**config.mk**
```make
export PLATFORM = sky130hd
export DESIGN_NAME = hazardUnit
export DESIGN_NICKNAME = d
export VERILOG_FILES = /design/src/source/rvPkg.sv /design/src/source/hazardUnit.sv
export VERILOG_INCLUDE_DIRS = /design/src /design/src/source
export SDC_FILE = /design/constraint.sdc
export NUM_CORES = 1
export LEC_CHECK = 0
export BUFFER_PORTS_ARGS = -buffer_cell sky130_fd_sc_hd__buf_2
export CAP_MARGIN = 15
export CELL_PAD_IN_SITES_DETAIL_PLACEMENT = 2
export CELL_PAD_IN_SITES_GLOBAL_PLACEMENT = 2
export CORE_MARGIN = 8
export CORE_UTILIZATION = 18
export DETAILED_ROUTE_END_ITERATION = 12
export GPL_ROUTABILITY_DRIVEN = 0
export PLACE_DENSITY = 0.95
export RECOVER_POWER = 50
export SETUP_SLACK_MARGIN = 0.05
export SLEW_MARGIN = 20
export SYNTH_ARGS = -nofsm -noshare
export SYNTH_HDL_FRONTEND = slang
export SYNTH_SLANG_ARGS = --single-unit
```
**constraint.sdc**
```tcl
create_clock -name vclk -period 1.65
set_input_delay 0 -clock vclk [all_inputs]
set_output_delay 0 -clock vclk [all_outputs]
set_load 0.02 [all_outputs]
```
**src/source/rvSettings.svh**
```systemverilog
`ifndef RV_SETTINGS_SVH
`define RV_SETTINGS_SVH

// Width of a data word and of an instruction word
`define XLEN 32

// RV32I has 32 architectural registers, so five index bits
`define REG_ADDR_W 5

// Instruction memory depth in 32-bit words
`define IMEM_WORDS 256

// Data memory depth in 32-bit words
`define DMEM_WORDS 64

// Byte address of the first instruction fetched after reset
`define RESET_PC 32'h0000_0000

`endif
```
**src/source/rvPkg.sv**
```systemverilog
`include "rvSettings.svh"

package rvPkg;

    // One data or instruction word
    typedef logic [`XLEN-1:0] wordT;

    // Index into the architectural register file
    typedef logic [`REG_ADDR_W-1:0] regAddrT;

    // Source select for an execute-stage operand
    typedef logic [1:0] forwardSelT;

    // Register file value, no forwarding
    localparam forwardSelT fwdNone = 2'b00;
    // Result of the instruction in writeback
    localparam forwardSelT fwdWriteback = 2'b01;
    // ALU result of the instruction in the memory stage
    localparam forwardSelT fwdMemAlu = 2'b10;
    // Load data read by the instruction in the memory stage
    localparam forwardSelT fwdMemLoad = 2'b11;

    // Operations the ALU can perform for the supported subset
    typedef enum logic [2:0] {
        aluAdd,
        aluSub,
        aluAnd,
        aluOr,
        aluSlt
    } aluOpT;

    // Major opcodes of the supported instruction formats
    localparam logic [6:0] opRType = 7'b0110011;
    localparam logic [6:0] opIType = 7'b0010011;
    localparam logic [6:0] opLoad = 7'b0000011;
    localparam logic [6:0] opStore = 7'b0100011;
    localparam logic [6:0] opBranch = 7'b1100011;

endpackage

```
**src/source/hazardUnit.sv**
```systemverilog
`timescale 1ns/1ps

module hazardUnit (
    input rvPkg::regAddrT rdM,
    input rvPkg::regAddrT rdW,
    input rvPkg::regAddrT rdE,
    input rvPkg::regAddrT rs1E,
    input rvPkg::regAddrT rs2E,
    input rvPkg::regAddrT rs1D,
    input rvPkg::regAddrT rs2D,
    input logic regWriteM,
    input logic regWriteW,
    input logic memReadE,
    input logic memReadM,
    input logic flushBranch,
    output rvPkg::forwardSelT forwardAE,
    output rvPkg::forwardSelT forwardBE,
    output logic stall,
    output logic flush
);

    import rvPkg::*;

    always_comb begin
        forwardAE = fwdNone;
        forwardBE = fwdNone;

        // First operand takes the youngest producer, so the memory stage wins over writeback
        // x0 is never forwarded since its value is always zero
        if (regWriteM && (rs1E == rdM) && (rs1E != '0)) begin
            forwardAE = fwdMemAlu;
        end else if (regWriteW && (rs1E == rdW) && (rs1E != '0)) begin
            forwardAE = fwdWriteback;
        end

        // Second operand also carries store data, so it may need the load result itself
        if (memReadM && (rs2E == rdM) && (rs2E != '0)) begin
            forwardBE = fwdMemLoad;
        end else if (regWriteM && (rs2E == rdM) && (rs2E != '0)) begin
            forwardBE = fwdMemAlu;
        end else if (regWriteW && (rs2E == rdW) && (rs2E != '0)) begin
            forwardBE = fwdWriteback;
        end

        // A load in execute has no data yet for the instruction right behind it
        stall = memReadE && ((rdE == rs1D) || (rdE == rs2D));

        // The execute entry becomes a bubble on a load-use stall or a taken branch
        flush = stall || flushBranch;
    end

endmodule

```
==> impl_metrics.tcl <==
set metrics [dict create \
    diodes 0 \
    hold_violations 0 \
    num_rows 17 \
    yosysWarnings 0 \
    initial_utilization_pct 19.1 \
    cp-start-kind "primary input" \
    slew_viol_final 0 \
    final_area_sq_um 678 \
    post_cts_buffers 0 \
    cts_resized 0 \
    hold_path.class "primary input to output port" \
    min_period_ps 1370 \
    coreArea_sq_um 2210 \
    ys_seq_area_share_pct 0 \
    grt_pass1_wl_um 3240 \
    antenna_found_initial 0 \
    vias_per_cell 4.53 \
    powerDensity_nw_per_um2 258 \
    grt_util_all_layers_pct 9.22 \
    die_w_um 64.5 \
    cap_violations 0 \
    hp-start "memReadM" \
    irDropWorstVdd_mv 0.0829 \
    layout.nets 142 \
    critPathCaptureType "output port" \
    io_buffers 46 \
    rsz0062_at_grt "false" \
    die-height_um 64.5 \
    gr-total-overflow 0 \
    period_share_pct 82.9 \
    antenna_left 0 \
    seq_cell_count 0 \
    post-route-drc-count 0 \
    status "complete, no violations" \
    setup_violations 0 \
    crit_fanout 3 \
    clkbuf_count 0 \
    cp.required_ps 1650 \
    grt_max_degree 4 \
    tightestPinTransition_ps 300 \
    p_leak_uw 0.000286 \
    crit_type "primary input to output port" \
    nFillCells 290 \
    seqCellArea_sq_um 0 \
    dr.pass1.iters 3 \
    drive_gt1_share_pct 47.0 \
    mappedNetlistArea_sq_um 423 \
    synthesis.area_per_instance_sq_um 7.83 \
    synth_cells 54 \
    yosysUniqueCellTypes 15 \
    max-slew-margin-rel_pct 79.8 \
    max_freq_mhz 731 \
    hold_buffers 0 \
    ioPinCount 46 \
    tns_ps 0 \
    cp-startpoint "rs1E[1]" \
    vias 580 \
    area_delta_synth_final_pct 60.4 \
    syn-num-nets 94 \
    crit_arrival_ps 1370 \
    multi_input_area_sq_um 415 \
    drt_iter0_drc 8 \
    wl_um 1990 \
    grt_pass1_vias 699 \
    wl_per_cell_um 15.5 \
    die_area_sq_um 4160 \
    dpl_cell_area_sq_um 688 \
    dpl.hpwl_um 1920 \
]
power breakdown:
group          switching [uW]  leakage (uW)  internal (uW)
Combinational            83.7      0.000286           91.0
Clock                       0             0              0
Sequential                  0             0              0
Total                    83.7      0.000286           91.0
worst paths after layout:
check,endpoint,slack [ps],cells after the start
worst max-delay path,forwardAE[0],280,6
worst min-delay path,forwardBE[1],340,3
cell type report:
| type | count | share of cell area, % |
|---|---|---|
| multi-input combinational | 54 | 61.3 |
| tap | 28 | 5.17 |
| timing repair buffer | 46 | 33.6 |
cell families (layout without fill, tap and decap cells):
| logic type | count (synthesis) | after routing | share of synthesized area (%) |
|---|---|---|---|
| compound gates | 3 | 3 | 5.33 |
| xor+xnor | 30 | 30 | 62.1 |
| buf+inv | 0 | 46 | 0 |
| simple gates | 21 | 21 | 32.5 |
synthesized netlist by cell type:
master | n | area share [%]
o2bb2ai_1 | 1 | 2.1
xnor2_1 | 26 | 54
o22ai_1 | 1 | 1.5
or4_4 | 1 | 2.7
nand4_1 | 5 | 7.4
nor4_2 | 2 | 5.9
nor2_4 | 1 | 2.7
o21a_1 | 1 | 1.8
nor2_1 | 2 | 1.8
nor3_1 | 1 | 1.2
nand2_1 | 4 | 3.5
nand3_1 | 2 | 2.4
or4_1 | 2 | 3.5
or2_1 | 1 | 1.5
xor2_1 | 4 | 8.3
layout by cell type (no fill, tap or decap), drive strengths merged, types with 2 or more instances in the layout:
cell type,netlist,layout
nand3,2,2
nand2,4,4
nor2,3,3
or4,3,3
xnor2,26,26
xor2,4,4
clkbuf,0,2
buf,0,44
nor4,2,2
nand4,5,5
stage by stage:
stage	utilization, %	power, uW	instances	hold WS [ps]	setup slack [ps]
after floorplan	-	87.0	54	120	407
after global placement	31.1	170	128	300	369
after CTS	31.1	180	128	307	351
after global routing	30.7	194	128	356	188
after detailed placement	31.1	179	128	307	358
final	30.7	175	128	342	282
routing by layer:
metal / share of wire, % / wire, um / up-vias / track usage [%]
met1: 38 / 752 / 255 / 9.64
met4: 0 / 0 / 0 / 0
met5: 0 / 0 / - / 0
met3: 15 / 300 / 0 / 5.15
met2: 47 / 936 / 43 / 16.8
li1: - / - / 282 / -
worst max-delay path, stage by stage:
cell    delay [ps]
buf_2          120
or4_4          530
nor2_1         190
nor4_2          90
nor4_2         230
buf_2          200
Power figures use the tool's default switching activity.
