<file path="config.mk">
export PLATFORM = sky130hd
export DESIGN_NAME = dataMemory
export DESIGN_NICKNAME = d
export VERILOG_FILES = /design/src/source/rvPkg.sv /design/src/source/dataMemory.sv
export VERILOG_INCLUDE_DIRS = /design/src /design/src/source
export SDC_FILE = /design/constraint.sdc
export NUM_CORES = 2
export LEC_CHECK = 0
export BUFFER_PORTS_ARGS = -buffer_cell sky130_fd_sc_hd__buf_2
export CAP_MARGIN = 40
export CELL_PAD_IN_SITES_DETAIL_PLACEMENT = 0
export CELL_PAD_IN_SITES_GLOBAL_PLACEMENT = 2
export CORE_MARGIN = 2
export CORE_UTILIZATION = 35
export DETAILED_ROUTE_END_ITERATION = 10
export GPL_ROUTABILITY_DRIVEN = 0
export PLACE_DENSITY = 0.76
export SETUP_SLACK_MARGIN = 0.5
export SYNTH_ARGS = -nofsm -noshare
export SYNTH_HDL_FRONTEND = slang
export SYNTH_SLANG_ARGS = --single-unit
</file>
<file path="constraint.sdc">
create_clock -name clk -period 3.1 [get_ports clk]
set_input_delay 0.62 -clock clk [delete_from_list [all_inputs] [get_ports clk]]
set_output_delay 0.62 -clock clk [all_outputs]
set_load 0.005 [all_outputs]
</file>
<file path="src/source/rvSettings.svh">
`ifndef RV_SETTINGS_SVH
`define RV_SETTINGS_SVH

// Width of a data word and of an instruction word
`define XLEN 32

// RV32I has 32 architectural registers, so five index bits
`define REG_ADDR_W 5

// Instruction memory depth in 32-bit words
`define IMEM_WORDS 256

// Data memory depth in 32-bit words
`define DMEM_WORDS 64

// Byte address of the first instruction fetched after reset
`define RESET_PC 32'h0000_0000

`endif
</file>
<file path="src/source/rvPkg.sv">
`include "rvSettings.svh"

package rvPkg;

    // One data or instruction word
    typedef logic [`XLEN-1:0] wordT;

    // Index into the architectural register file
    typedef logic [`REG_ADDR_W-1:0] regAddrT;

    // Source select for an execute-stage operand
    typedef logic [1:0] forwardSelT;

    // Register file value, no forwarding
    localparam forwardSelT fwdNone = 2'b00;
    // Result of the instruction in writeback
    localparam forwardSelT fwdWriteback = 2'b01;
    // ALU result of the instruction in the memory stage
    localparam forwardSelT fwdMemAlu = 2'b10;
    // Load data read by the instruction in the memory stage
    localparam forwardSelT fwdMemLoad = 2'b11;

    // Operations the ALU can perform for the supported subset
    typedef enum logic [2:0] {
        aluAdd,
        aluSub,
        aluAnd,
        aluOr,
        aluSlt
    } aluOpT;

    // Major opcodes of the supported instruction formats
    localparam logic [6:0] opRType = 7'b0110011;
    localparam logic [6:0] opIType = 7'b0010011;
    localparam logic [6:0] opLoad = 7'b0000011;
    localparam logic [6:0] opStore = 7'b0100011;
    localparam logic [6:0] opBranch = 7'b1100011;

endpackage

</file>
<file path="src/source/dataMemory.sv">
`timescale 1ns/1ps
`include "rvSettings.svh"

module dataMemory (
    input logic clk,
    input logic reset,
    input rvPkg::wordT addr,
    input logic writeEnable,
    input rvPkg::wordT writeData,
    output rvPkg::wordT readData
);

    import rvPkg::*;

    localparam int addrW = $clog2(`DMEM_WORDS);

    wordT mem [`DMEM_WORDS];
    logic [addrW-1:0] wordIndex;

    // Only word accesses exist, so the two low byte bits are ignored
    assign wordIndex = addr[addrW+1:2];

    always_ff @(posedge clk) begin
        if (reset) begin
            for (int i = 0; i < `DMEM_WORDS; i++) begin
                mem[i] <= '0;
            end
        end else if (writeEnable) begin
            mem[wordIndex] <= writeData;
        end
    end

    // Combinational read gives the load its data inside the memory stage
    assign readData = mem[wordIndex];

endmodule

</file>
==> metrics.txt <==
YS warnings 0; die area 269000 um^2; input/output buffers ~70; initial antenna violation count 33; detailed-route DRC error count 0; Die Ht 519 um; Final Critical Period 3.92 ns; final WL between 300000 and 400000 um; CP arrival 3.30 ns; Vias/cell 5.56; Final WS setup -0.824 ns; Cell Area, Synth 92800 um^2; required time worst endpoint 2.48 ns; Syn Area/Cell roughly 13 um^2; Synth Flop Type edfxtp_1; Rel. slew slack 0.346; Peak VDD IR slightly above 0.5 mV; largest net degree at the start of global routing 65; final instance area 116000 um^2; violated checks setup timing; total track usage 0.238; Synth area leader edfxtp_1; maximum clock insertion buffer count 3; sequential area share after synthesis 0.663; WHS Endpoint mem[12][28]$_SDFFCE_PN0P_; total power per unit cell area 565 nW/um^2; Core Util, Final 0.439; Initial DRC Count 7599; Max Fclk between 0.2 and 0.3 GHz; grt ovf 0; maxcap violations 0; Post-DRT Antenna Nets 0; final setup vio count 32; EDFF count, synth approximately 2000; CP Capture Type primary output; DP Area approximately 100000 um^2; Netlist cell types 57; largest cells by area after synthesis edfxtp_1 (66%), and2_1 (14%), a22oi_1 (3.0%), a221oi_1 (2.7%), clkbuf_1 (2.3%); Mapped Nets ~7000; Routed WL per cell ~30 um; layout filler cell count 23724; Slew Limit Fails 0; DIE WIDTH 519 um; register area 61500 um^2; Leak roughly 40 nW; worst hold stages 3; via count 62486; Area Overhead vs Synth 25.1%; drt first pass iters 7; Multi-input gate area 31000 um^2; most frequent cells in the layout and2_1 (2049), edfxtp_1 (2048), buf_4 (689); crit start category primary input; worst-path fanout max 21; final worst-path cycle share 1.27; first-pass GRT wire length between 400000 and 500000 um; Overall Power ~66 mW; CORE AREA 264000 um^2; max reg flops 2048; Root Buffer clkbuf_16; critical hold path startpoint writeData[28]; setup TNS -20.64 ns; CTS tree built; Initial Utilization 0.351; clock slew at reported path FFs 0.06 ns; fraction of synthesis flops using an asynchronous set or reset pin 0; register bit total from synthesis between 2000 and 2500; worst min path class primary input to flop; row cnt 189; vias in the first global route 61686; H-tree depth 4; Ports just under 100; CTS Buf Count 216; Clock Sinks 2048; Synth top area share 0.663; most common cell after layout, fill and taps aside and2_1; actual slew at the worst max-slew pin 0.980 ns; layout cells sized above 1 0.271; Biggest register mem; Nets 7579; Crit Path Category primary input to primary output; RSZ-0062 raised after global routing true; final hold violations 0; Synth Instances 6970; outcome finished with violations; Regs by FF count mem (2048); HPWL after DPL 215000 um
## worst max-delay path: stages
cell and delay [ns]:
buf_2 0.19, and3b_2 0.35, nand2_2 0.13, buf_12 0.21, buf_4 0.16, o22ai_2 0.12, nor4_2 0.30, buf_4 0.18
o211ai_1 0.30, or3_4 0.55, buf_6 0.16
## cell families (layout without fill, tap and decap cells)
family                 Yosys count  in the layout  share of synthesized area
AND/OR/NAND/NOR               2536           2537                      0.164
other                            0             11                          0
AO/OA/AOI/OAI                 1326           1326                      0.103
flip-flops                    2048           2048                      0.663
multiplexers                   287            287                     0.0369
buffers and inverters          773           1495                     0.0341
## power by group
| part | switching (mW) | internal (mW) |
|---|---|---|
| logic | 4.23 | 2.71 |
| clock network | 11.4 | 15.0 |
| registers | 0.460 | 31.8 |
## routing by layer
layer / track usage / vias to the layer above / wire length [um]
met5: 0 / - / 102
met4: 0.106 / 16 / 15800
met3: 0.0449 / 581 / 28900
met2: 0.368 / 2938 / 148000
met1: 0.327 / 32038 / 135000
li1: - / 26913 / -
## how the worst max path moves through the flow
stage                             startpoint            to  slack (ns)
global placement                     addr[4]   readData[7]       -1.91
finish                               addr[7]   readData[5]       -0.82
detailed placement                   addr[4]   readData[5]       -1.77
floorplan                            addr[4]  readData[13]        0.22
global route                         addr[2]   readData[5]       -0.82
CTS                 mem[40][7]$_SDFFCE_PN0P_   readData[7]       -0.75
## synth_stat cells (3+ instances only)
master / count
a211oi_1: 26
a21oi_1: 136
a221o_1: 41
a221oi_1: 291
a22o_1: 21
a22oi_1: 374
a31oi_1: 8
and2_1: 2051
and3_1: 5
buf_1: 85
buf_2: 90
buf_4: 18
buf_6: 11
clkbuf_1: 566
edfxtp_1: 2048
mux2_2: 101
mux2i_1: 152
mux4_2: 34
nand2_1: 80
nand2b_1: 4
nand3_1: 7
nand3b_1: 3
nor2_1: 180
nor2_2: 18
nor2b_1: 6
nor3_1: 43
nor4_1: 16
o2111ai_1: 3
o211ai_1: 40
o21ai_0: 170
o221ai_1: 18
o22ai_1: 162
o2bb2ai_1: 4
o31ai_1: 13
o32ai_1: 3
or2_2: 83
or3_1: 16
or4_1: 16
## per-stage QoR
| stage | hold WS, ns | worst slack [ns] | std cells |
|---|---|---|---|
| detailed placement | 1.12 | -1.77 | 10752 |
| global route | 0.202 | -0.817 | 11232 |
| finish | 0.191 | -0.824 | 11237 |
| CTS | 0.159 | -0.749 | 11204 |
| global placement | 1.21 | -1.91 | 10744 |
| floorplan | 1.08 | 0.219 | 6970 |
## cell type report
class | instances | share of cell area
Clock inverter | 146 | 0.0135
Clock buffer | 253 | 0.0479
Inverter | 3 | 0.000248
Timing Repair Buffer | 1093 | 0.103
Antenna cell | 11 | 0.000237
Sequential cell | 2048 | 0.529
Tap cell | 3533 | 0.0381
Multi-Input combinational cell | 4150 | 0.267
## what timing repair did
action,CTS,global route
pin swaps,82,59
resized for setup,461,195
setup buffers,44,19
hold buffers,0,0
cloned,9,3
setup endpoints to repair,32,32
Note: power is estimated with default switching activity, not from simulation.
