<file path="config.mk">
export PLATFORM = sky130hd
export DESIGN_NAME = aluUnit
export DESIGN_NICKNAME = d
export VERILOG_FILES = /design/src/source/rvPkg.sv /design/src/source/aluUnit.sv
export VERILOG_INCLUDE_DIRS = /design/src /design/src/source
export SDC_FILE = /design/constraint.sdc
export NUM_CORES = 1
export LEC_CHECK = 0
export BUFFER_PORTS_ARGS = -buffer_cell sky130_fd_sc_hd__buf_2
export CORE_ASPECT_RATIO = 2
export CORE_UTILIZATION = 25
export DETAILED_ROUTE_END_ITERATION = 10
export GPL_TIMING_DRIVEN = 0
export PLACE_DENSITY = 0.46
export SLEW_MARGIN = 30
export SYNTH_ARGS = -nofsm -noshare
export SYNTH_HDL_FRONTEND = slang
export SYNTH_SLANG_ARGS = --single-unit
export TNS_END_PERCENT = 50
</file>
<file path="constraint.sdc">
create_clock -name vclk -period 2.5
set_input_delay 0 -clock vclk [all_inputs]
set_output_delay 0 -clock vclk [all_outputs]
set_load 0.005 [all_outputs]
</file>
<file path="src/source/rvSettings.svh">
`ifndef RV_SETTINGS_SVH
`define RV_SETTINGS_SVH

// Width of a data word and of an instruction word
`define XLEN 32

// RV32I has 32 architectural registers, so five index bits
`define REG_ADDR_W 5

// Instruction memory depth in 32-bit words
`define IMEM_WORDS 256

// Data memory depth in 32-bit words
`define DMEM_WORDS 64

// Byte address of the first instruction fetched after reset
`define RESET_PC 32'h0000_0000

`endif
</file>
<file path="src/source/rvPkg.sv">
`include "rvSettings.svh"

package rvPkg;

    // One data or instruction word
    typedef logic [`XLEN-1:0] wordT;

    // Index into the architectural register file
    typedef logic [`REG_ADDR_W-1:0] regAddrT;

    // Source select for an execute-stage operand
    typedef logic [1:0] forwardSelT;

    // Register file value, no forwarding
    localparam forwardSelT fwdNone = 2'b00;
    // Result of the instruction in writeback
    localparam forwardSelT fwdWriteback = 2'b01;
    // ALU result of the instruction in the memory stage
    localparam forwardSelT fwdMemAlu = 2'b10;
    // Load data read by the instruction in the memory stage
    localparam forwardSelT fwdMemLoad = 2'b11;

    // Operations the ALU can perform for the supported subset
    typedef enum logic [2:0] {
        aluAdd,
        aluSub,
        aluAnd,
        aluOr,
        aluSlt
    } aluOpT;

    // Major opcodes of the supported instruction formats
    localparam logic [6:0] opRType = 7'b0110011;
    localparam logic [6:0] opIType = 7'b0010011;
    localparam logic [6:0] opLoad = 7'b0000011;
    localparam logic [6:0] opStore = 7'b0100011;
    localparam logic [6:0] opBranch = 7'b1100011;

endpackage

</file>
<file path="src/source/aluUnit.sv">
`timescale 1ns/1ps

module aluUnit (
    input rvPkg::wordT a,
    input rvPkg::wordT b,
    input rvPkg::aluOpT aluOp,
    output rvPkg::wordT result,
    output logic equal
);

    import rvPkg::*;

    logic lessThan;

    // SLT compares the operands as two's complement numbers
    assign lessThan = $signed(a) < $signed(b);

    always_comb begin
        case (aluOp)
            aluAdd: result = a + b;
            aluSub: result = a - b;
            aluAnd: result = a & b;
            aluOr: result = a | b;
            aluSlt: result = wordT'(lessThan);
            default: result = '0;
        endcase
    end

    // BEQ resolves from this compare in execute
    assign equal = (a == b);

endmodule

</file>
==> flow_summary.json, run 1 <==
{
  "avgSynthCellArea_um2": 6.64,
  "multi_input_area_um2": 5250,
  "arrival_ns": 2.82,
  "start_util": 0.254,
  "final_cells": 1177,
  "ant_nets": 0,
  "grt_pass1_wl_um": 34900,
  "antenna_found_initial": 0,
  "wl_per_cell_um": 19.5,
  "detailroute.via_count": 6190,
  "syn_area_um2": 5160,
  "synth_seq_area_share": 0,
  "clkbuf_count": 0,
  "final-max-slew-violation-count": 0,
  "area_delta_synth_final_pct": 40.6,
  "port_buffers": 99,
  "finalSetupTns_ns": -2.36,
  "worst-path-max-fanout": 5,
  "nFillCells": 2311,
  "mostFrequentLayoutCell": "ha_1",
  "coreArea_um2": 20400,
  "placed_area_um2": 5990,
  "layout-drive-gt1-share": 0.327,
  "p_leak_nw": 3.25,
  "cp-start-kind": "input pin",
  "endpoint_kind": "output port",
  "fin_area_um2": 7260,
  "period_needed_ns": 2.82,
  "grt_setup_unrepaired": "yes",
  "ff_latch_area_um2": 0,
  "grt_pass1_vias": 6550,
  "crit_end": "result[31]",
  "drt_iter0_markers": 230,
  "min_path_type": "input pin to output port",
  "relSlewSlack": 0.377,
  "rows": 74,
  "ys_warn_count": 0,
  "critPathKind": "input pin to output port",
  "fmax_mhz": 355,
  "grtUsageTotal": 0.210,
  "via_per_inst": 5.26,
  "grt_overflow": 0,
  "wl_um": 23000,
  "die_h_um": 205,
  "power_density_nw_per_um2": 248,
  "ir_drop_mv": 0.0805,
  "final_util": 0.356,
  "timing.hold.ws_ns": 0.583,
  "grt_max_degree": 11,
  "most-common-layout-cells": "ha_1 (88), nor2_1 (87), buf_2 (83), inv_1 (79), a21oi_1 (75)",
  "setup_violations": 16,
  "drt-pass1-iter-count": 4,
  "final_nets": 1087,
  "finalCritPeriodShare": 1.13,
  "drv_cap": 0,
  "failed_checks": "setup timing",
  "dp_cells": 1143,
  "setup_ws_ns": -0.317,
  "synth_nets": 952,
  "drc_errors": 0,
  "diodes": 0,
  "critical_path_required_ns": 2.50,
  "hold_viol_final": 0,
  "die-area_um2": 21300,
  "status": "finished, violations left",
  "worst_slew_pin_slew_ns": 0.926,
  "ys_types": 74,
  "place.gp.congestion": 0.932,
  "startpoint": "a[3]",
  "fp.dieW_um": 104,
  "io_pins": 100,
  "synth_cells": 778,
  "seq_cells": 0,
  "cts_hold_buffers": 0,
  "dp_hpwl_um": 18800
}
synthesized netlist by cell type (all sizes together) (10+ instances only):
library cell  number  share of area
a211oi            13          0.020
a21o              12          0.017
a21oi             99          0.097
buf               11          0.018
clkbuf            32          0.041
ha               105           0.25
inv              101          0.074
mux2i             10          0.019
nand2             39          0.028
nand3             14          0.014
nor2              91          0.067
nor3              16          0.016
nor4              10          0.012
o21ai             52          0.051
o21bai            14          0.020
o22ai             10          0.012
o31ai             10          0.015
xnor2             28          0.047
through the flow:
step           power [mW]  setup WS [ns]
5_1_grt              1.94         -0.399
4_1_cts              1.66         -0.381
2_1_floorplan       0.934         0.0593
3_3_place_gp         1.40          -1.16
3_5_place_dp         1.40          -1.16
6_report             1.80         -0.317
cells by family after synthesis:
family	share of synthesized area
buffers and inverters	0.135
AO/OA/AOI/OAI	0.336
AND/OR/NAND/NOR	0.198
adder cells (fa/ha/maj)	0.262
multiplexers	0.0194
XOR/XNOR	0.0492
how the worst min path moves through the flow:
stage	start	to	slack [ns]	cells past startpoint
after global routing	a[31]	result[0]	0.64	5
after detailed placement	a[9]	result[9]	0.61	7
final	b[19]	result[19]	0.58	7
after CTS	a[9]	result[9]	0.61	7
after floorplan	aluOp[2]	result[25]	0.23	3
after global placement	a[9]	result[9]	0.59	7
layer usage:
metal,global-route usage,wire [µm],up-vias
met4,0.127,1690,0
met2,0.457,13400,178
met1,0.182,7390,2925
met5,0,0,-
li1,-,-,2998
met3,0.00855,545,89
timing repair:
| action | CTS | global route |
|---|---|---|
| gates resized for setup | 152 | 86 |
| endpoints found under the setup margin | 23 | 23 |
| pin swaps | 53 | 62 |
| setup buffers | 27 | 11 |
| endpoints found under the hold margin | 0 | 0 |
power by group:
group | leakage (nW) | total, mW | switching, mW | internal, mW
logic | 3.25 | 1.80 | 1.03 | 0.771
clock network | 0 | 0 | 0 | 0
registers | 0 | 0 | 0 | 0
cell type report:
class / instances / area share
Inverter: 101 / 0.0584
Buffer: 40 / 0.0441
Timing Repair Buffer: 137 / 0.129
Multi-Input combinational cell: 633 / 0.723
Tap cell: 266 / 0.0458
worst max-delay path, cell delays in order:
cell	delay [ns]
buf_8	0.09
inv_4	0.03
ha_4	0.29
inv_2	0.04
o41a_1	0.48
a21oi_4	0.25
a211oi_4	0.11
o41ai_4	0.20
buf_4	0.19
o41ai_4	0.09
or3_4	0.41
a31oi_4	0.20
xnor2_2	0.09
a21oi_2	0.20
buf_2	0.14
Power figures use the tool's default switching activity.
==> run 2: changes to the inputs <==
==> constraint.sdc (replaced) <==
create_clock -name vclk -period 2.5
set_input_delay 0.75 -clock vclk [all_inputs]
set_output_delay 0.75 -clock vclk [all_outputs]
set_load 0.005 [all_outputs]
==> flow_summary.json, run 2 (synthesis gave the netlist of run 1 again) <==
{
  "coreArea_um2": 20400,
  "wl_um": 22600,
  "min_path_type": "input pin to output port",
  "ff_latch_area_um2": 0,
  "drc_errors": 0,
  "die-area_um2": 21300,
  "hold_start": "b[19]",
  "place_ws_ns": -2.30,
  "area_delta_synth_final_pct": 45.3,
  "p_leak_nw": 3.32,
  "fin_area_um2": 7500,
  "crit_slowest_cell": "o41a_1",
  "endpoint_kind": "output port",
  "status": "finished, violations left",
  "final-max-slew-violation-count": 0,
  "max_stage_delay_ns": 0.48,
  "grt_pass1_wl_um": 34100,
  "grt_setup_unrepaired": "yes",
  "grt_overflow": 0,
  "multi_input_area_um2": 5400,
  "diodes": 0,
  "holdPathEnd": "result[19]",
  "port_buffers": 99,
  "grt_pass1_vias": 6328,
  "grtUsageTotal": 0.206,
  "fp.dieW_um": 104,
  "rows": 74,
  "die_h_um": 205,
  "ir_drop_mv": 0.0997,
  "io_pins": 100,
  "drt_iter0_markers": 201,
  "ant_nets": 0,
  "power.total_mw": 1.86,
  "power_density_nw_per_um2": 248,
  "path_common_cell": "o41ai_4",
  "detailroute.via_count": 6140,
  "dp_hpwl_um": 18600,
  "fmax_mhz": 234,
  "arrival_ns": 3.52,
  "period_needed_ns": 4.27,
  "final_nets": 1085,
  "placed_area_um2": 6370,
  "crit_chain": "buf_12 > inv_8 > ha_4 > a211oi_2 > o41a_1 > a21oi_4 > a211oi_4 > o41ai_4 > buf_4 > o41ai_4 > or3_1 > a31oi_1 > xnor2_1 > a21oi_2 > buf_2",
  "hold_viol_final": 0,
  "place.gp.congestion": 0.904,
  "startpoint": "a[1]",
  "nFillCells": 2258,
  "hold_depth": 7,
  "mostFrequentLayoutCell": "nor2_1",
  "worst-path-max-fanout": 4,
  "via_per_inst": 5.23,
  "timing.hold.ws_ns": 2.08,
  "layout-drive-gt1-share": 0.367,
  "crit_family": "compound AO/OA/AOI/OAI gates",
  "relSlewSlack": 0.472,
  "worst_slew_pin_slew_ns": 0.785,
  "cts_hold_buffers": 0,
  "setup_violations": 33,
  "drt-pass1-iter-count": 5,
  "antenna_found_initial": 0,
  "start_util": 0.254,
  "seq_cells": 0,
  "cp-start-kind": "input pin",
  "failed_checks": "setup timing",
  "grt_max_degree": 11,
  "final_util": 0.368,
  "drv_cap": 0,
  "clkbuf_count": 0,
  "critical_path_required_ns": 1.75,
  "most-common-layout-cells": "nor2_1 (87), ha_1 (86), buf_2 (77), a21oi_1 (71), inv_1 (66)",
  "setup_ws_ns": -1.77,
  "path_buf_inv": 4,
  "critPathKind": "input pin to output port",
  "wl_per_cell_um": 19.2,
  "finalCritPeriodShare": 1.71
}
## run 2: how the worst max path moves through the flow
stage            endpoint  slack (ns)  cells past startpoint
2_1_floorplan  result[29]       -1.21                     13
3_3_place_gp   result[25]       -2.32                     14
3_5_place_dp   result[25]       -2.30                     14
4_1_cts        result[29]       -1.86                     14
5_1_grt        result[29]       -1.90                     14
6_report       result[31]       -1.77                     15
## run 2: cell type report
class,instances,area share
multi-input combinational,633,0.719
inverter,101,0.0637
timing repair buffer,134,0.125
buffer,41,0.0477
tap,266,0.0444
## run 2: per-layer routing
metal | vias up | GRT usage | wire length, µm
li1 | 2996 | - | -
met1 | 2923 | 0.185 | 7440
met2 | 158 | 0.452 | 13400
met3 | 63 | 0.00824 | 461
met4 | 0 | 0.0994 | 1260
met5 | - | 0 | 0
## run 2: report_power, final
part / total, mW / leakage [nW] / switching (mW) / internal [mW]
Sequential: 0 / 0 / 0 / 0
Combinational: 1.86 / 3.32 / 1.06 / 0.797
Clock: 0 / 0 / 0 / 0
Total: 1.86 / 3.32 / 1.06 / 0.797
## run 2: per-stage QoR
| step | TNS [ns] | std cells |
|---|---|---|
| floorplan | -25.86 | 778 |
| global placement | -52.71 | 1143 |
| detailed placement | -52.13 | 1143 |
| CTS | -43.51 | 1162 |
| global route | -46.35 | 1175 |
| finish | -42.98 | 1175 |
## run 2: what timing repair did
item                                   in CTS  in global routing
setup buffers                              22                 13
setup endpoints to repair                  33                 33
pin swaps                                  42                 60
endpoints found under the hold margin       0                  0
resized for setup                         124                 93
