**config.mk**
```make
export PLATFORM = sky130hd
export DESIGN_NAME = instrDecoder
export DESIGN_NICKNAME = d
export VERILOG_FILES = /design/src/source/rvPkg.sv /design/src/source/instrDecoder.sv
export VERILOG_INCLUDE_DIRS = /design/src /design/src/source
export SDC_FILE = /design/constraint.sdc
export NUM_CORES = 1
export LEC_CHECK = 0
export ABC_AREA = 1
export BUFFER_PORTS_ARGS = -buffer_cell sky130_fd_sc_hd__buf_2
export CAP_MARGIN = 25
export CORE_MARGIN = 2
export CORE_UTILIZATION = 35
export DETAILED_ROUTE_END_ITERATION = 8
export PLACE_DENSITY = 0.83
export SETUP_SLACK_MARGIN = 0.05
export SYNTH_ARGS = -nofsm -noshare
export SYNTH_HDL_FRONTEND = slang
export SYNTH_SLANG_ARGS = --single-unit
```
**constraint.sdc**
```tcl
create_clock -name vclk -period 1.7
set_input_delay 0.17 -clock vclk [all_inputs]
set_output_delay 0.17 -clock vclk [all_outputs]
set_load 0.02 [all_outputs]
```
**src/source/rvSettings.svh**
```systemverilog
`ifndef RV_SETTINGS_SVH
`define RV_SETTINGS_SVH

// Width of a data word and of an instruction word
`define XLEN 32

// RV32I has 32 architectural registers, so five index bits
`define REG_ADDR_W 5

// Instruction memory depth in 32-bit words
`define IMEM_WORDS 256

// Data memory depth in 32-bit words
`define DMEM_WORDS 64

// Byte address of the first instruction fetched after reset
`define RESET_PC 32'h0000_0000

`endif
```
**src/source/rvPkg.sv**
```systemverilog
`include "rvSettings.svh"

package rvPkg;

    // One data or instruction word
    typedef logic [`XLEN-1:0] wordT;

    // Index into the architectural register file
    typedef logic [`REG_ADDR_W-1:0] regAddrT;

    // Source select for an execute-stage operand
    typedef logic [1:0] forwardSelT;

    // Register file value, no forwarding
    localparam forwardSelT fwdNone = 2'b00;
    // Result of the instruction in writeback
    localparam forwardSelT fwdWriteback = 2'b01;
    // ALU result of the instruction in the memory stage
    localparam forwardSelT fwdMemAlu = 2'b10;
    // Load data read by the instruction in the memory stage
    localparam forwardSelT fwdMemLoad = 2'b11;

    // Operations the ALU can perform for the supported subset
    typedef enum logic [2:0] {
        aluAdd,
        aluSub,
        aluAnd,
        aluOr,
        aluSlt
    } aluOpT;

    // Major opcodes of the supported instruction formats
    localparam logic [6:0] opRType = 7'b0110011;
    localparam logic [6:0] opIType = 7'b0010011;
    localparam logic [6:0] opLoad = 7'b0000011;
    localparam logic [6:0] opStore = 7'b0100011;
    localparam logic [6:0] opBranch = 7'b1100011;

endpackage

```
**src/source/instrDecoder.sv**
```systemverilog
`timescale 1ns/1ps

module instrDecoder (
    input rvPkg::wordT instr,
    output rvPkg::regAddrT rs1,
    output rvPkg::regAddrT rs2,
    output rvPkg::regAddrT rd,
    output rvPkg::wordT imm,
    output rvPkg::aluOpT aluOp,
    output logic aluSrc,
    output logic regWrite,
    output logic memRead,
    output logic memWrite,
    output logic branch
);

    import rvPkg::*;

    logic [6:0] opcode;
    logic [2:0] funct3;
    logic [6:0] funct7;
    wordT immI;
    wordT immS;
    wordT immB;
    logic rTypeOk;

    assign opcode = instr[6:0];
    assign funct3 = instr[14:12];
    assign funct7 = instr[31:25];

    // Sign-extended immediates for the three formats in use
    assign immI = {{20{instr[31]}}, instr[31:20]};
    assign immS = {{20{instr[31]}}, instr[31:25], instr[11:7]};
    // Branch offsets are in halfwords, so bit 0 is always zero
    assign immB = {{19{instr[31]}}, instr[31], instr[7], instr[30:25], instr[11:8], 1'b0};

    always_comb begin
        // Default is a no-op, which also covers every unsupported encoding
        rs1 = '0;
        rs2 = '0;
        rd = '0;
        imm = '0;
        aluOp = aluAdd;
        aluSrc = 1'b0;
        regWrite = 1'b0;
        memRead = 1'b0;
        memWrite = 1'b0;
        branch = 1'b0;
        rTypeOk = 1'b0;

        case (opcode)
            opRType: begin
                rTypeOk = 1'b1;
                case ({funct7, funct3})
                    10'b0000000_000: aluOp = aluAdd;
                    10'b0100000_000: aluOp = aluSub;
                    10'b0000000_111: aluOp = aluAnd;
                    10'b0000000_110: aluOp = aluOr;
                    10'b0000000_010: aluOp = aluSlt;
                    default: rTypeOk = 1'b0;
                endcase
                if (rTypeOk) begin
                    rs1 = instr[19:15];
                    rs2 = instr[24:20];
                    rd = instr[11:7];
                    regWrite = 1'b1;
                end
            end
            opIType: begin
                // ADDI is the only immediate ALU operation supported
                if (funct3 == 3'b000) begin
                    rs1 = instr[19:15];
                    rd = instr[11:7];
                    imm = immI;
                    aluSrc = 1'b1;
                    regWrite = 1'b1;
                end
            end
            opLoad: begin
                if (funct3 == 3'b010) begin
                    rs1 = instr[19:15];
                    rd = instr[11:7];
                    imm = immI;
                    aluSrc = 1'b1;
                    regWrite = 1'b1;
                    memRead = 1'b1;
                end
            end
            opStore: begin
                // rs2 carries the store data, the ALU adds base and offset
                if (funct3 == 3'b010) begin
                    rs1 = instr[19:15];
                    rs2 = instr[24:20];
                    imm = immS;
                    aluSrc = 1'b1;
                    memWrite = 1'b1;
                end
            end
            opBranch: begin
                if (funct3 == 3'b000) begin
                    rs1 = instr[19:15];
                    rs2 = instr[24:20];
                    imm = immB;
                    aluOp = aluSub;
                    branch = 1'b1;
                end
            end
            default: ;
        endcase
    end

endmodule

```
==> impl_metrics.json, run 1 <==
{
  "nFillCells": 314,
  "cp_max_fo": 7,
  "first_global_vias": 1123,
  "ff_latch_area_sq_um": 0,
  "dpl.cell_count": 317,
  "multiInputGateArea_sq_um": 835,
  "grt_overflow": 0,
  "syn_area_sq_um": 1110,
  "ant_nets": 0,
  "worst_slew_pin_slew_ps": 348,
  "ios": 87,
  "diodes": 0,
  "met3_length_microns": 176,
  "initialDrtViolationCount": 65,
  "layout-drive-gt1-share_pct": 48.9,
  "die_height_microns": 60.3,
  "powerDensity_nw_per_um2": 87.8,
  "grt_first_pass_wirelength_microns": 4800,
  "drt-total-wl_microns": 3200,
  "worst_slack_ps": 135,
  "status": "complete, no violations",
  "drc": 0,
  "hp-class": "input pin to primary output",
  "top_layer_used": "met3",
  "fp.dieArea_sq_um": 3640,
  "grt_max_degree": 15,
  "place.gp.congestion": 0.924,
  "relSlewSlack_pct": 76.6,
  "postCtsHoldBufs": 0,
  "syn_area_per_cell_sq_um": 5.58,
  "synth.net_count": 231,
  "yosysWarnings": 0,
  "setup_viol": 0,
  "grtUsageTotal_pct": 16.3,
  "rows": 20,
  "slew_violations": 0,
  "dp_hpwl_microns": 2620,
  "critPathKind": "input pin to primary output",
  "yosys.area.top_type": "nand3_1",
  "chipWidth_microns": 60.3,
  "met2WireLength_microns": 1580,
  "core_area_sq_um": 3030,
  "drv_cap": 0,
  "startpoint_type": "input pin",
  "ir_drop_v": 0.0000432,
  "crit_required_ps": 1530,
  "wl_met1_microns": 1440,
  "p_leak_uw": 0.00106,
  "fin_tns_setup_ps": 0,
  "finalCritPeriodShare_pct": 92.1,
  "synthCells": 199,
  "io_buffer_count": 87,
  "layout.nets": 312,
  "syn2layout_area_growth_pct": 44.3,
  "synth_cell_types": 27,
  "fmax_ghz": 0.639,
  "wire_per_inst_microns": 9.94,
  "via_per_inst": 4.49,
  "vias": 1446,
  "initial_core_util_pct": 36.7,
  "dr.pass1.iters": 4,
  "period_needed_ps": 1570,
  "final_cell_count_no_fill": 322,
  "worstSetupEndpointType": "primary output",
  "synth_top_area_share_pct": 19.8,
  "crit_arrival_ps": 1400,
  "rsz0062_at_grt": "no",
  "grt_antenna_before_repair": 0,
  "seq_cells": 0,
  "yosysSeqAreaShare_pct": 0,
  "synth_area_leaders": "nand3_1, buf_4, inv_1",
  "dpl_worst_slack_ps": 34.0,
  "num-clock-buffers": 0,
  "hold_viol": 0
}
per-stage QoR:
stage	instance area, sq um	hold slack, ps	total power [uW]	utilization, %
2_1_floorplan	1120	459	58.5	-
3_3_place_gp	1510	661	131	50.0
3_5_place_dp	1510	665	134	50.0
4_1_cts	1520	666	134	50.3
5_1_grt	1600	677	155	52.9
6_report	1600	664	141	52.9
per-layer routing:
metal,vias to the layer above,GRT usage (%)
met2,50,29.2
met4,0,1.27
met1,623,22.8
met3,0,0
li1,773,-
met5,-,0
worst paths after layout:
check | start | endpoint | cells after the start
setup / recovery | instr[2] | imm[3] | 12
hold / removal | instr[27] | imm[7] | 4
Yosys cell counts:
master	instances
o2bb2ai_1	1
inv_4	1
a21oi_1	2
buf_2	1
nand4_4	1
nand3b_4	1
nand2_2	8
nand3b_1	1
nand4_1	1
nand2_1	34
nand2_4	2
o211ai_1	1
inv_1	37
nor2_1	20
nor3_4	2
nand3_4	1
buf_4	21
nor2_2	7
a21oi_4	1
nor2_4	3
nor3_1	1
nand3_1	44
a21oi_2	1
nor2_8	2
o21ai_0	2
nand3_2	1
inv_2	2
timing repair:
item | 4_1_cts | 5_1_grt
pin swaps | 2 | 9
endpoints found under the setup margin | 20 | 32
resized for setup | 1 | 17
cloned | 2 | 1
setup buffers | 0 | 2
report_power, final:
group / internal (uW) / switching (uW) / total, uW
registers: 0 / 0 / 0
clock network: 0 / 0 / 0
logic: 52.3 / 88.3 / 141
total: 52.3 / 88.3 / 141
layout by cell type (no fill, tap or decap), drive strengths merged:
cell type and count:
a21oi 4, buf 98, inv 40, nand2 44
nand3 46, nand3b 2, nand4 2, nor2 35
nor3 3, o211ai 1, o21ai 2, o2bb2ai 1
kinds of logic (layout without fill, tap and decap cells):
logic type             count (synthesis)  count (layout)  share of synthesized area (%)
AOI/OAI and AO/OA                      8               8                           5.53
buffers and inverters                 62             138                           28.4
and+or+nand+nor                      129             132                           66.1
area by class of cell:
cell class	count	share of cell area, %
tap	44	3.44
multi-input combinational	140	52.1
timing repair buffer	98	34.8
inverter	40	9.69
worst max-delay path, stage by stage:
cell     delay, ps
buf_6          100
nor2_4         110
nand3_4        200
nor2_4         170
nand2_2         80
nand2_4         80
buf_6          130
inv_4           40
nor2_2          80
inv_1           40
nand2_1         70
buf_6          120
(Power assumes the default switching activity.)
==> run 2: changes to the inputs <==
--- a/config.mk
+++ b/config.mk
@@ -9,10 +9,12 @@
 export ABC_AREA = 1
 export BUFFER_PORTS_ARGS = -buffer_cell sky130_fd_sc_hd__buf_2
 export CAP_MARGIN = 25
+export CELL_PAD_IN_SITES_DETAIL_PLACEMENT = 1
+export CELL_PAD_IN_SITES_GLOBAL_PLACEMENT = 1
 export CORE_MARGIN = 2
-export CORE_UTILIZATION = 35
+export CORE_UTILIZATION = 23
 export DETAILED_ROUTE_END_ITERATION = 8
-export PLACE_DENSITY = 0.83
+export PLACE_DENSITY = 0.88
 export SETUP_SLACK_MARGIN = 0.05
 export SYNTH_ARGS = -nofsm -noshare
 export SYNTH_HDL_FRONTEND = slang
==> constraint.sdc (replaced) <==
create_clock -name vclk -period 1.7
set_input_delay 0.34 -clock vclk [all_inputs]
set_output_delay 0.34 -clock vclk [all_outputs]
set_load 0.1 [all_outputs]
==> run 2 against run 1 <==
  * Sequential share of layout area unchanged
  * The run now ends with negative setup slack left
  * Sequential cell count is the same
  * Critical path type unchanged
  * Count of clock-buffer cells in the layout did not move
  * Power grew 93%
==> impl_metrics.json, run 2 (same netlist as run 1, synthesis figures left out) <==
{
  "status": "complete, but fails checks",
  "violations": "negative setup slack",
  "drv_cap": 0,
  "die_height_microns": 73.5,
  "finalCritPeriodShare_pct": 133,
  "num-clock-buffers": 0,
  "cp_max_fo": 8,
  "grt_max_degree": 14,
  "hold_ws_ps": 1100,
  "path_cells": "buf_2 -> nor2_4 -> nand2_2 -> nor2_4 -> nand2_2 -> nand2_4 -> nor2_4 -> nor2_4 -> buf_12 -> buf_16 -> buf_12",
  "whs_endpoint": "imm[7]",
  "io_buffer_count": 87,
  "rsz0062_at_grt": "yes",
  "fmax_ghz": 0.443,
  "layout-drive-gt1-share_pct": 80.9,
  "core_area_sq_um": 4690,
  "power_switching_uw": 177,
  "dr.pass1.iters": 4,
  "p_seq_share_pct": 0,
  "clockPowerShare_pct": 0,
  "crit_top_cell": "nor2_4",
  "grt_overflow": 0,
  "ant_nets": 0,
  "critPathKind": "input pin to primary output",
  "period_needed_ps": 2260,
  "multiInputGateArea_sq_um": 1350,
  "startpoint_type": "input pin",
  "rows": 25,
  "syn2layout_area_growth_pct": 211,
  "final_cell_mix": "buf_12, buf_2, buf_4, nand3_1, nor2_4",
  "vias": 1983,
  "ios": 87,
  "crit_required_ps": 1360,
  "hp-class": "input pin to primary output",
  "postCtsHoldBufs": 0,
  "ff_latch_area_sq_um": 0,
  "grt_first_pass_wirelength_microns": 12500,
  "first_global_vias": 2036,
  "chipWidth_microns": 73.5,
  "layout.nets": 348,
  "grt_antenna_before_repair": 0,
  "worst_slack_ps": -560,
  "fin_tns_setup_ps": -24420,
  "setup_viol": 54,
  "slew_violations": 0,
  "via_per_inst": 5.39,
  "drc": 0,
  "combPwrFrac_pct": 100.0,
  "diodes": 0,
  "cpPeakStageDelay_ps": 190,
  "ir_drop_v": 0.0000600,
  "fp.dieArea_sq_um": 5400,
  "initialDrtViolationCount": 112,
  "wire_per_inst_microns": 26.2,
  "powerDensity_nw_per_um2": 78.7,
  "hold_viol": 0,
  "slowest_stage": "nor2_4",
  "nFillCells": 453,
  "internal_power_uw": 94.9,
  "dp_hpwl_microns": 5130,
  "final_common_cell": "buf_12",
  "hold-path-cell-count": 4,
  "relSlewSlack_pct": 75.4,
  "worst_slew_pin_slew_ps": 368,
  "swShare_pct": 65.1,
  "worstSetupEndpointType": "primary output",
  "crit_arrival_ps": 1920,
  "final_cell_count_no_fill": 368,
  "hp-start": "instr[27]",
  "dpl.cell_count": 346,
  "p_leak_uw": 0.00155,
  "place.gp.congestion": 0.798,
  "grtUsageTotal_pct": 31.0,
  "seq_cells": 0,
  "initial_core_util_pct": 23.7,
  "drt-total-wl_microns": 9640
}
## run 2: timing repair
action | in CTS | in global routing
gates resized for setup | 75 | 53
pin swaps | 16 | 23
buffers inserted | 14 | 6
gates cloned | 2 | 1
hold endpoints to repair | 0 | 0
setup endpoints to repair | 55 | 55
## run 2: per-layer routing
metal | track usage (%) | vias to the layer above | share of wire, % | routed length, microns
li1 | - | 847 | - | -
met1 | 38.8 | 1002 | 40 | 3850
met2 | 58.2 | 103 | 51 | 4880
met3 | 1.78 | 31 | 5.9 | 571
met4 | 5.45 | 0 | 3.5 | 335
met5 | 0 | - | 0 | 0
## run 2: worst max path at each step
stage                     endpoint  slack, ps     start  depth (start not counted)
after floorplan           aluOp[0]       -950  instr[3]                          5
final                      imm[16]       -560  instr[5]                         11
after CTS                  imm[16]       -370  instr[3]                         12
after global placement      rs2[2]       -340  instr[3]                         10
after detailed placement    rs2[4]       -450  instr[3]                         10
after global routing       imm[16]       -580  instr[5]                         11
## run 2: per-stage QoR
step | util, % | instance area (sq um) | setup WS (ps) | power [uW]
6_report | 73.6 | 3450 | -560 | 272
5_1_grt | 73.6 | 3450 | -580 | 281
4_1_cts | 68.2 | 3200 | -369 | 224
3_5_place_dp | 58.6 | 2750 | -450 | 195
2_1_floorplan | - | 1410 | -952 | 79.6
3_3_place_gp | 58.6 | 2750 | -337 | 180
## run 2: critical path: cells and delay by family
family | cells | cell delay [ps]
AND/OR/NAND/NOR | 7 | 910
buffers and inverters | 4 | 660
## run 2: final cells by class
type                            count  share of cell area, %
Timing Repair Buffer              136                   53.4
Inverter                           40                   5.51
Tap cell                           54                   1.96
Multi-Input combinational cell    138                   39.1
## run 2: power groups by stage
stage / logic, uW / clock network, uW / registers, uW
detailed placement: 195 / 0 / 0
floorplan: 79.6 / 0 / 0
global placement: 180 / 0 / 0
finish: 272 / 0 / 0
global route: 281 / 0 / 0
CTS: 224 / 0 / 0
